## src/hw/voxel_render_pkg.sv

```systemverilog
// Shared geometry, march FSM codes, shading constants and the voxel word layout
package voxel_render_pkg;

    // ----------------------------------------
    // Screen and volume geometry
    // ----------------------------------------
    localparam int screen_width     = 32;
    localparam int screen_height    = 24;
    localparam int pixel_x_width    = 5;
    localparam int pixel_y_width    = 5;
    localparam int grid_size        = 64;
    localparam int coord_width      = 6;
    localparam int frac_bits        = 8;
    // Ray x position with one spare bit so the last sample can go below zero
    localparam int pos_width        = coord_width + frac_bits + 1;
    localparam int max_steps        = 128;
    localparam int alpha_threshold  = 10;
    localparam int pixel_addr_width = 32;

    // March FSM encoding
    localparam logic [2:0] st_idle  = 3'd0;
    localparam logic [2:0] st_setup = 3'd1;
    localparam logic [2:0] st_step  = 3'd2;
    localparam logic [2:0] st_fetch = 3'd3;
    localparam logic [2:0] st_next  = 3'd4;

    // ----------------------------------------
    // Floor shadow and colour offsets
    // ----------------------------------------
    localparam int floor_min_y    = 8;
    localparam int floor_max_y    = 16;
    localparam int shadow_cx      = 32;
    localparam int shadow_cz      = 32;
    localparam int shadow_radius2 = 324;

    localparam logic [7:0] shadow_scale_dark = 8'd80;
    localparam logic [7:0] shadow_scale_lit  = 8'd206;

    // Channel order is R, G, B from the top byte down
    localparam logic [2:0][7:0] bounce_rgb = {8'd20, 8'd12, 8'd4};
    localparam logic [2:0][7:0] select_rgb = {8'd96, 8'd16, 8'd96};

    // Sky pixel and the fixed up-vector normal word
    localparam logic [7:0]  sky_material_id = 8'hFF;
    localparam logic [31:0] sky_word0       = {8'd0, 8'd0, 8'd255, 8'd0};
    localparam logic [31:0] normal_word     = {8'd0, 8'd0, 8'd127, 8'd0};

    // ----------------------------------------
    // Voxel word
    // ----------------------------------------
    typedef struct packed {
        logic [7:0]  props;
        logic [7:0]  emissive;
        logic [7:0]  alpha;
        logic [7:0]  light;
        logic [23:0] colour;
        logic [3:0]  material_type;
        logic [3:0]  reserved;
    } voxel_fields_t;

    typedef union packed {
        logic [63:0]   raw;
        voxel_fields_t fields;
    } voxel_word_u;

endpackage

```

## src/hw/ray_hit_if.sv

```systemverilog
// Result of one finished ray, marcher to shaders and pixel writer
`timescale 1ns/1ps

interface ray_hit_if;
    import voxel_render_pkg::*;

    // Every field is valid only while ray_done is high
    logic                     ray_done;
    logic                     hit;
    voxel_word_u              voxel;
    logic [coord_width-1:0]   vx;
    logic [coord_width-1:0]   vy;
    logic [coord_width-1:0]   vz;
    logic [7:0]               ray_steps;
    logic [pixel_x_width-1:0] pixel_x;
    logic [pixel_y_width-1:0] pixel_y;
    logic                     frame_last;

    modport marcher (
        output ray_done, hit, voxel, vx, vy, vz, ray_steps, pixel_x, pixel_y, frame_last
    );

    modport sink (
        input ray_done, hit, voxel, vx, vy, vz, ray_steps, pixel_x, pixel_y, frame_last
    );

endinterface

```

## src/hw/color_shader.sv

```systemverilog
// RGB shading of a hit voxel: light, emission, floor shadow, selection highlight
`timescale 1ns/1ps

module color_shader (
    input  logic                                  clk,
    input  logic                                  rst_n,
    ray_hit_if.sink                               hit_bus,
    input  logic                                  sel_active,
    input  logic [voxel_render_pkg::coord_width-1:0] sel_x,
    input  logic [voxel_render_pkg::coord_width-1:0] sel_y,
    input  logic [voxel_render_pkg::coord_width-1:0] sel_z,
    output logic                                  shade_valid,
    output logic [23:0]                           rgb
);
    import voxel_render_pkg::*;

    // Channel 2 is red, channel 0 is blue
    logic [2:0][7:0] colour;
    logic [2:0][7:0] lit;
    logic [2:0][7:0] glow;
    logic [2:0][7:0] floor_c;
    logic [2:0][7:0] shade_c;
    logic [7:0]      light;
    logic [7:0]      emissive;
    logic signed [6:0] dx;
    logic signed [6:0] dz;
    logic [11:0]     dist2;
    logic            in_floor;
    logic            shadowed;
    logic            selected;

    function automatic logic [7:0] sat_add(input logic [7:0] a, input logic [7:0] b);
        logic [8:0] sum;
        sum = {1'b0, a} + {1'b0, b};
        return sum[8] ? 8'hFF : sum[7:0];
    endfunction

    // c * s >> 8
    function automatic logic [7:0] scale(input logic [7:0] c, input logic [7:0] s);
        logic [15:0] prod;
        prod = c * s;
        return prod[15:8];
    endfunction

    assign colour   = hit_bus.voxel.fields.colour;
    assign light    = hit_bus.voxel.fields.light;
    assign emissive = hit_bus.voxel.fields.emissive;

    // ----------------------------------------
    // Floor shadow disc and selection match
    // ----------------------------------------
    assign dx       = $signed({1'b0, hit_bus.vx}) - 7'(shadow_cx);
    assign dz       = $signed({1'b0, hit_bus.vz}) - 7'(shadow_cz);
    assign dist2    = dx * dx + dz * dz;
    assign in_floor = (int'(hit_bus.vy) >= floor_min_y) && (int'(hit_bus.vy) <= floor_max_y);
    assign shadowed = (int'(dist2) <= shadow_radius2);
    assign selected = sel_active && ({hit_bus.vx, hit_bus.vy, hit_bus.vz} == {sel_x, sel_y, sel_z});

    always_comb begin
        for (int i = 0; i < 3; i++)
            lit[i] = scale(colour[i], light);
        // Keep the voxel visible when light or colour zeroes everything
        if (lit == '0)
            lit = colour;

        for (int i = 0; i < 3; i++)
            glow[i] = (emissive != 8'd0) ? sat_add(lit[i], scale(lit[i], emissive)) : lit[i];

        for (int i = 0; i < 3; i++) begin
            floor_c[i] = glow[i];
            if (in_floor && shadowed)
                floor_c[i] = scale(glow[i], shadow_scale_dark);
            else if (in_floor)
                floor_c[i] = sat_add(scale(glow[i], shadow_scale_lit), bounce_rgb[i]);
        end

        for (int i = 0; i < 3; i++)
            shade_c[i] = selected ? sat_add(floor_c[i], select_rgb[i]) : floor_c[i];
    end

    always_ff @(posedge clk or negedge rst_n) begin
        if (!rst_n)
            shade_valid <= 1'b0;
        else
            shade_valid <= hit_bus.ray_done;
    end

    always_ff @(posedge clk) begin
        if (hit_bus.ray_done)
            rgb <= shade_c;
    end

endmodule

```

## src/hw/material_shader.sv

```systemverilog
// Material ID and the reflection/refraction/attenuation/emission word
`timescale 1ns/1ps

module material_shader (
    input  logic        clk,
    input  logic        rst_n,
    ray_hit_if.sink     hit_bus,
    output logic [31:0] material_word,
    output logic [7:0]  material_id
);

    logic [3:0] mtype;
    logic [7:0] reflection;
    logic [7:0] refraction;
    logic [7:0] emission;

    assign mtype = hit_bus.voxel.fields.material_type;

    // Types 3 and 5 are mirrors, 2 and 5 refract, 1 emits
    always_comb begin
        case (mtype)
            4'd3:    reflection = 8'd255;
            4'd5:    reflection = 8'd200;
            default: reflection = {hit_bus.voxel.fields.props[7:5], 5'd0};
        endcase
        case (mtype)
            4'd5:    refraction = 8'd128;
            4'd2:    refraction = 8'd85;
            default: refraction = 8'd0;
        endcase
        emission = (mtype == 4'd1) ? hit_bus.voxel.fields.emissive : 8'd0;
    end

    always_ff @(posedge clk or negedge rst_n) begin
        if (!rst_n) begin
            material_word <= '0;
            material_id   <= '0;
        end else if (hit_bus.ray_done) begin
            material_word <= {reflection, refraction, hit_bus.ray_steps, emission};
            material_id   <= {mtype, 4'h0};
        end
    end

endmodule

```

## src/hw/pixel_writer.sv

```systemverilog
// Framebuffer write stage: hit or sky selection, word packing, address and done
`timescale 1ns/1ps

module pixel_writer (
    input  logic                                       clk,
    input  logic                                       rst_n,
    ray_hit_if.sink                                    hit_bus,
    input  logic                                       shade_valid,
    input  logic [23:0]                                rgb,
    input  logic [31:0]                                material_word,
    input  logic [7:0]                                 material_id,
    output logic [31:0]                                pixel_word0,
    output logic [31:0]                                pixel_word1,
    output logic [31:0]                                pixel_word2,
    output logic [voxel_render_pkg::pixel_addr_width-1:0] pixel_addr,
    output logic                                       pixel_write_en,
    output logic                                       done
);
    import voxel_render_pkg::*;

    logic                     hit_q;
    logic                     last_q;
    logic [pixel_x_width-1:0] px_q;
    logic [pixel_y_width-1:0] py_q;
    logic [7:0]               sky_r;
    logic [7:0]               sky_g;
    logic [7:0]               sky_b;

    // Held for the shader cycle
    always_ff @(posedge clk) begin
        if (hit_bus.ray_done) begin
            hit_q  <= hit_bus.hit;
            last_q <= hit_bus.frame_last;
            px_q   <= hit_bus.pixel_x;
            py_q   <= hit_bus.pixel_y;
        end
    end

    // Sky gets brighter toward the bottom rows
    assign sky_r = 8'd10 + 8'(py_q >> 3);
    assign sky_g = 8'd40 + 8'(py_q >> 3);
    assign sky_b = 8'd90 + 8'(py_q >> 2);

    always_ff @(posedge clk or negedge rst_n) begin
        if (!rst_n) begin
            pixel_write_en <= 1'b0;
            done           <= 1'b0;
        end else begin
            pixel_write_en <= shade_valid;
            done           <= shade_valid && last_q;
        end
    end

    always_ff @(posedge clk) begin
        if (shade_valid) begin
            pixel_word0 <= hit_q ? material_word : sky_word0;
            pixel_word1 <= hit_q ? {rgb, material_id} : {sky_r, sky_g, sky_b, sky_material_id};
            pixel_addr  <= pixel_addr_width'(py_q) * pixel_addr_width'(screen_width)
                         + pixel_addr_width'(px_q);
        end
    end

    assign pixel_word2 = normal_word;

endmodule

```

## src/hw/ray_marcher.sv

```systemverilog
// Raster scan, orthographic ray setup, -X half-voxel stepping and first-hit detection
`timescale 1ns/1ps

module ray_marcher (
    input  logic                                   clk,
    input  logic                                   rst_n,
    input  logic                                   start,
    output logic [3*voxel_render_pkg::coord_width-1:0] voxel_addr,
    output logic                                   voxel_read_en,
    input  logic [63:0]                            voxel_data,
    output logic                                   busy,
    ray_hit_if.marcher                             hit_bus
);
    import voxel_render_pkg::*;

    logic [2:0]               state;
    logic [pixel_x_width-1:0] px;
    logic [pixel_y_width-1:0] py;
    logic [7:0]               steps;
    logic                     hit;
    logic                     ray_done;

    // Ray datapath
    logic [pos_width-1:0]     pos_x;
    logic [coord_width-1:0]   map_y;
    logic [coord_width-1:0]   map_z;
    logic [coord_width-1:0]   cur_x;
    logic [coord_width-1:0]   sample_x;
    logic [coord_width-1:0]   setup_y;
    logic [coord_width-1:0]   setup_z;
    voxel_word_u              fetched;
    voxel_word_u              hit_voxel;
    logic                     sample_hit;
    logic                     ray_end;
    logic                     last_pixel;

    // Screen row 0 is the top of the volume
    assign setup_y = coord_width'(((screen_height - 1 - int'(py)) * (grid_size - 1))
                                  / (screen_height - 1));
    assign setup_z = coord_width'((int'(px) * (grid_size - 1)) / (screen_width - 1));

    // Sample at the floor of the x position, which wraps when the ray leaves the grid
    assign sample_x   = pos_x[frac_bits +: coord_width];
    assign fetched    = voxel_data;
    assign sample_hit = (fetched.raw != '0) && (fetched.fields.alpha > 8'(alpha_threshold));
    assign ray_end    = hit || (steps == 8'(max_steps));
    assign last_pixel = (px == pixel_x_width'(screen_width - 1))
                     && (py == pixel_y_width'(screen_height - 1));

    // ----------------------------------------
    // Control FSM
    // ----------------------------------------
    always_ff @(posedge clk or negedge rst_n) begin
        if (!rst_n) begin
            state         <= st_idle;
            busy          <= 1'b0;
            voxel_read_en <= 1'b0;
            ray_done      <= 1'b0;
            px            <= '0;
            py            <= '0;
            steps         <= '0;
            hit           <= 1'b0;
        end else begin
            voxel_read_en <= 1'b0;
            ray_done      <= 1'b0;
            case (state)
                st_idle: begin
                    if (start) begin
                        busy  <= 1'b1;
                        px    <= '0;
                        py    <= '0;
                        state <= st_setup;
                    end
                end
                st_setup: begin
                    steps <= '0;
                    hit   <= 1'b0;
                    state <= st_step;
                end
                st_step: begin
                    if (ray_end) begin
                        ray_done <= 1'b1;
                        state    <= st_next;
                    end else begin
                        voxel_read_en <= 1'b1;
                        steps         <= steps + 8'd1;
                        state         <= st_fetch;
                    end
                end
                st_fetch: begin
                    if (sample_hit)
                        hit <= 1'b1;
                    state <= st_step;
                end
                st_next: begin
                    if (last_pixel) begin
                        busy  <= 1'b0;
                        state <= st_idle;
                    end else if (px == pixel_x_width'(screen_width - 1)) begin
                        px    <= '0;
                        py    <= py + 1'b1;
                        state <= st_setup;
                    end else begin
                        px    <= px + 1'b1;
                        state <= st_setup;
                    end
                end
                default: state <= st_idle;
            endcase
        end
    end

    // Position, address and hit voxel
    always_ff @(posedge clk) begin
        if (state == st_setup) begin
            map_y <= setup_y;
            map_z <= setup_z;
            pos_x <= pos_width'((grid_size - 1) << frac_bits);
        end
        if (state == st_step && !ray_end) begin
            cur_x      <= sample_x;
            voxel_addr <= {sample_x, map_y, map_z};
            pos_x      <= pos_x - pos_width'(1 << (frac_bits - 1));
        end
        if (state == st_fetch && sample_hit)
            hit_voxel <= fetched;
    end

    assign hit_bus.ray_done   = ray_done;
    assign hit_bus.hit        = hit;
    assign hit_bus.voxel      = hit_voxel;
    assign hit_bus.vx         = cur_x;
    assign hit_bus.vy         = map_y;
    assign hit_bus.vz         = map_z;
    assign hit_bus.ray_steps  = steps;
    assign hit_bus.pixel_x    = px;
    assign hit_bus.pixel_y    = py;
    assign hit_bus.frame_last = last_pixel;

endmodule

```

## src/hw/voxel_raycaster.sv

```systemverilog
// Voxel ray caster top level: marcher, colour and material shaders, pixel writer
`timescale 1ns/1ps

module voxel_raycaster (
    input  logic                                          clk,
    input  logic                                          rst_n,
    input  logic                                          start,
    input  logic                                          sel_active,
    input  logic [voxel_render_pkg::coord_width-1:0]      sel_x,
    input  logic [voxel_render_pkg::coord_width-1:0]      sel_y,
    input  logic [voxel_render_pkg::coord_width-1:0]      sel_z,
    output logic [3*voxel_render_pkg::coord_width-1:0]    voxel_addr,
    output logic                                          voxel_read_en,
    input  logic [63:0]                                   voxel_data,
    output logic [31:0]                                   pixel_word0,
    output logic [31:0]                                   pixel_word1,
    output logic [31:0]                                   pixel_word2,
    output logic [voxel_render_pkg::pixel_addr_width-1:0] pixel_addr,
    output logic                                          pixel_write_en,
    output logic                                          busy,
    output logic                                          done
);

    logic        shade_valid;
    logic [23:0] rgb;
    logic [31:0] material_word;
    logic [7:0]  material_id;

    ray_hit_if hit_bus ();

    ray_marcher marcher_i (
        .clk           (clk),
        .rst_n         (rst_n),
        .start         (start),
        .voxel_addr    (voxel_addr),
        .voxel_read_en (voxel_read_en),
        .voxel_data    (voxel_data),
        .busy          (busy),
        .hit_bus       (hit_bus.marcher)
    );

    color_shader color_i (
        .clk         (clk),
        .rst_n       (rst_n),
        .hit_bus     (hit_bus.sink),
        .sel_active  (sel_active),
        .sel_x       (sel_x),
        .sel_y       (sel_y),
        .sel_z       (sel_z),
        .shade_valid (shade_valid),
        .rgb         (rgb)
    );

    material_shader material_i (
        .clk           (clk),
        .rst_n         (rst_n),
        .hit_bus       (hit_bus.sink),
        .material_word (material_word),
        .material_id   (material_id)
    );

    pixel_writer writer_i (
        .clk            (clk),
        .rst_n          (rst_n),
        .hit_bus        (hit_bus.sink),
        .shade_valid    (shade_valid),
        .rgb            (rgb),
        .material_word  (material_word),
        .material_id    (material_id),
        .pixel_word0    (pixel_word0),
        .pixel_word1    (pixel_word1),
        .pixel_word2    (pixel_word2),
        .pixel_addr     (pixel_addr),
        .pixel_write_en (pixel_write_en),
        .done           (done)
    );

endmodule

```

## config.mk

```make
export PLATFORM = sky130hd
export DESIGN_NAME = voxel_raycaster
export DESIGN_NICKNAME = d
export VERILOG_FILES = /design/src/hw/voxel_render_pkg.sv /design/src/hw/ray_hit_if.sv /design/src/hw/color_shader.sv /design/src/hw/material_shader.sv /design/src/hw/pixel_writer.sv /design/src/hw/ray_marcher.sv /design/src/hw/voxel_raycaster.sv
export SDC_FILE = /design/constraint.sdc
export NUM_CORES = 2
export LEC_CHECK = 0
export ABC_AREA = 1
export BUFFER_PORTS_ARGS = -buffer_cell sky130_fd_sc_hd__buf_4
export CAP_MARGIN = 40
export CORE_AREA = 5 5 333 335
export CTS_CLUSTER_DIAMETER = 30
export DETAILED_ROUTE_END_ITERATION = 12
export DIE_AREA = 0 0 338 340
export RECOVER_POWER = 25
export SLEW_MARGIN = 20
export SYNTH_ARGS = -nofsm -noshare
export SYNTH_HDL_FRONTEND = slang
export SYNTH_SLANG_ARGS = --single-unit
```

## constraint.sdc

```tcl
create_clock -name clk -period 52.4 [get_ports clk]
set_clock_uncertainty 0.2 [all_clocks]
set_input_delay 13.1 -clock clk [delete_from_list [all_inputs] [get_ports clk]]
set_output_delay 13.1 -clock clk [all_outputs]
set_load 0.01 [all_outputs]
```

==> results.sh <==
export IMPL_synth_cell_area_mm2=0.0373
export IMPL_path_max_fanout=24
export IMPL_cts_sinks=237
export IMPL_cpMaxStageDelayCell="edfxtp_1"
export IMPL_required_ns=52.54
export IMPL_cts_root_buf="clkbuf_16"
export IMPL_die_w_um=338
export IMPL_outcome="finished with violations"
export IMPL_viasPerCell=4.64
export IMPL_start_kind="register"
export IMPL_r2r_start="marcher_i.hit_bus.voxel[34]"
export IMPL_clock_path_buffers=3
export IMPL_finalSetupViolCount=0
export IMPL_fin_hold_ws_ns=0.224
export IMPL_cts_tree="yes"
export IMPL_synth_edf_count=182
export IMPL_yosys_register_bits=237
export IMPL_criticalPathCategory="reg -> reg"
export IMPL_nets=5677
export IMPL_core_area_mm2=0.108
export IMPL_top_usage_layer="met2"
export IMPL_rsz0062_at_grt="false"
export IMPL_cts_buffers_inserted=66
export IMPL_fp_dieH_um=340
export IMPL_synthCells=4622
export IMPL_initial_core_util_pct=34.6
export IMPL_grt_max_degree=48
export IMPL_drtIter0Drc=1310
export IMPL_hold_depth=0
export IMPL_drive_gt1_share_pct=14.7
export IMPL_rrSetupSlack_ns=33.36
export IMPL_violations="capacitance limit, slew limit"
export IMPL_antenna_found_initial=1
export IMPL_n_fill_cell=10900
export IMPL_hold_start="writer_i.px_q[3]"
export IMPL_clock_fmax_ghz=0.0525
export IMPL_min_period_ns=19.04
export IMPL_seqCellArea_mm2=0.00684
export IMPL_grtUsageMet2_pct=26.2
export IMPL_wl_per_cell_um=14.1
export IMPL_worstReg2RegEnd="color_i.rgb[9]"
export IMPL_rows=121
export IMPL_met1_usage_pct=20.6
export IMPL_rr_worst_depth=82
export IMPL_post_cts_resize_count=0
export IMPL_wl_mm=88.3
export IMPL_finalHoldViolations=0
export IMPL_path_clk_slew_ns=0.05
export IMPL_cap_violations=2
export IMPL_cts_setup_buffers=0
export IMPL_whs_endpoint="writer_i.pixel_addr[3]"
export IMPL_place_gp_congestion=0.827
export IMPL_clock_latency_ns=0.64
export IMPL_grt_pass1_vias=29400
export IMPL_cpPeakStageDelay_ns=0.61
export IMPL_finalCritPeriodShare_pct=36.3
export IMPL_synthArstFlopShare_pct=23.2
export IMPL_io_pins=236
export IMPL_synth_top_cell_area_share_pct=17.7
export IMPL_crit_top_cell="inv_1"
export IMPL_synth_area_per_cell_um2=8.07
export IMPL_cts_hold_buffers_added=0
export IMPL_ys_flop_type="edfxtp_1"
export IMPL_dieArea_mm2=0.115
export IMPL_grt_overflow_total=0
export IMPL_drc=0
export IMPL_min_path_type="reg -> reg"
export IMPL_io_buffer_count=169
export IMPL_gr_usage_met3_pct=2.16
export IMPL_ant_nets=0
export IMPL_yosysSeqAreaShare_pct=18.4
export IMPL_worstPathArrival_ns=19.18
export IMPL_multi_input_area_mm2=0.0259
export IMPL_setup_slack_ns=33.36
export IMPL_synth_area_leaders="fa_1 18%, ha_1 16%, edfxtp_1 15%, inv_1 9.6%, nand2_1 9.4%"
export IMPL_synth_area_leader_cell="fa_1"
export IMPL_synth_distinct_cells=75
export IMPL_slew_headroom_pct=-81.5
export IMPL_yosys_warnings=0
export IMPL_final_setup_tns_ns=0
export IMPL_htree_levels=3
export IMPL_grt_pass1_wl_mm=147
export IMPL_finalMaxSlewViolations=82
export IMPL_dp_hpwl_mm=71.1
export IMPL_track_usage_pct=15.6
export IMPL_vias=29000
export IMPL_cp_end_kind="register"
export IMPL_place_ws_ns=33.39
export IMPL_worst_pin_slew_ns=2.72
export IMPL_drtPass1Iterations=5
export IMPL_area_delta_synth_final_pct=13.4
-- cells in the final DEF, fill, tap and decap left out, types with 66 or more instances in the layout --
cell type    n
xor2_1     113
edfxtp_1   182
nand3_1    168
nand2_2    115
a21oi_1    116
nor2_1     282
buf_4      197
clkbuf_16   66
o21ai_0    125
inv_1      948
fa_1       329
nand2_1    938
ha_1       473
nand2_4     82
-- critical path: cells and delay by family (launching register included) --
| kind | cells | cell delay [ns] |
|---|---|---|
| compound gates | 26 | 5.08 |
| xor+xnor | 3 | 0.71 |
| fa+ha+maj | 17 | 7.28 |
| buf+inv | 16 | 2.07 |
| flops | 1 | 0.61 |
| simple gates | 20 | 2.79 |
-- layer usage --
layer	part of all wire, %	routed length [um]
met2	47	41300
met5	0	0
met4	3.1	2740
met1	45	40100
met3	4.7	4170
-- how the worst max path moves through the flow --
stage / to / slack, ns / from / depth (start not counted)
floorplan: color_i.rgb[22] / 35.74 / marcher_i.hit_bus.voxel[39] / 81
finish: color_i.rgb[9] / 33.36 / marcher_i.hit_bus.voxel[34] / 82
detailed placement: color_i.rgb[22] / 33.39 / marcher_i.hit_bus.voxel[34] / 81
global placement: color_i.rgb[9] / 32.78 / marcher_i.hit_bus.voxel[34] / 76
global route: color_i.rgb[23] / 31.70 / marcher_i.hit_bus.voxel[34] / 83
CTS: color_i.rgb[22] / 33.35 / marcher_i.hit_bus.voxel[34] / 81
-- stage by stage --
step	std cells	area, um2	utilization, %
5_1_grt	6256	42300	39.2
3_3_place_gp	6129	39900	37.0
3_5_place_dp	6135	40000	37.1
4_1_cts	6256	42300	39.2
2_1_floorplan	4677	37500	-
6_report	6257	42300	39.2
-- area by class of cell --
cell class	instances	area share (%)
clock buffer	77	4.10
clock inverter	44	1.41
antenna	1	0.00592
sequential	237	16.2
timing repair buffer	203	3.69
inverter	1009	9.02
multi-input combinational	3272	61.4
tap	1414	4.19
-- synthesized netlist by cell type, types with 62 or more instances --
master,number
inv_1,949
nand2_1,938
ha_1,473
fa_1,329
nor2_1,283
edfxtp_1,182
nand3_1,168
o21ai_0,125
a21oi_1,117
nand2_2,115
xor2_1,113
clkbuf_1,84
nand2_4,82
buf_4,67
xnor2_1,62
-- kinds of logic (layout without fill, tap and decap cells) --
group	Yosys count	count (layout)	share of synthesized area (%)
AND/OR/NAND/NOR	1836	1836	24.6
buffers and inverters	1168	1333	12.6
adder cells (fa/ha/maj)	802	802	33.5
AO/OA/AOI/OAI	400	400	6.60
flip-flops	237	237	18.4
XOR/XNOR	177	177	4.23
other	2	58	0.0201
-- sequential cells by signal, summed over array words and instances (netlist names), 6 cells and up --
| register | flops |
|---|---|
| marcher_i.hit_bus.vx | 6 |
| color_i.rgb | 24 |
| writer_i.pixel_addr | 10 |
| writer_i.pixel_word0 | 23 |
| marcher_i.hit_bus.voxel | 47 |
| marcher_i.hit_bus.vy | 6 |
| marcher_i.hit_bus.ray_steps | 8 |
| material_i.material_word | 23 |
| writer_i.pixel_word1 | 29 |
| marcher_i.voxel_addr | 12 |
| marcher_i.hit_bus.vz | 6 |
| marcher_i.pos_x | 7 |
Power is left out: the tool's default activity adds up to more than one toggle a clock period on the data nets, which glitch-free logic cannot reach.
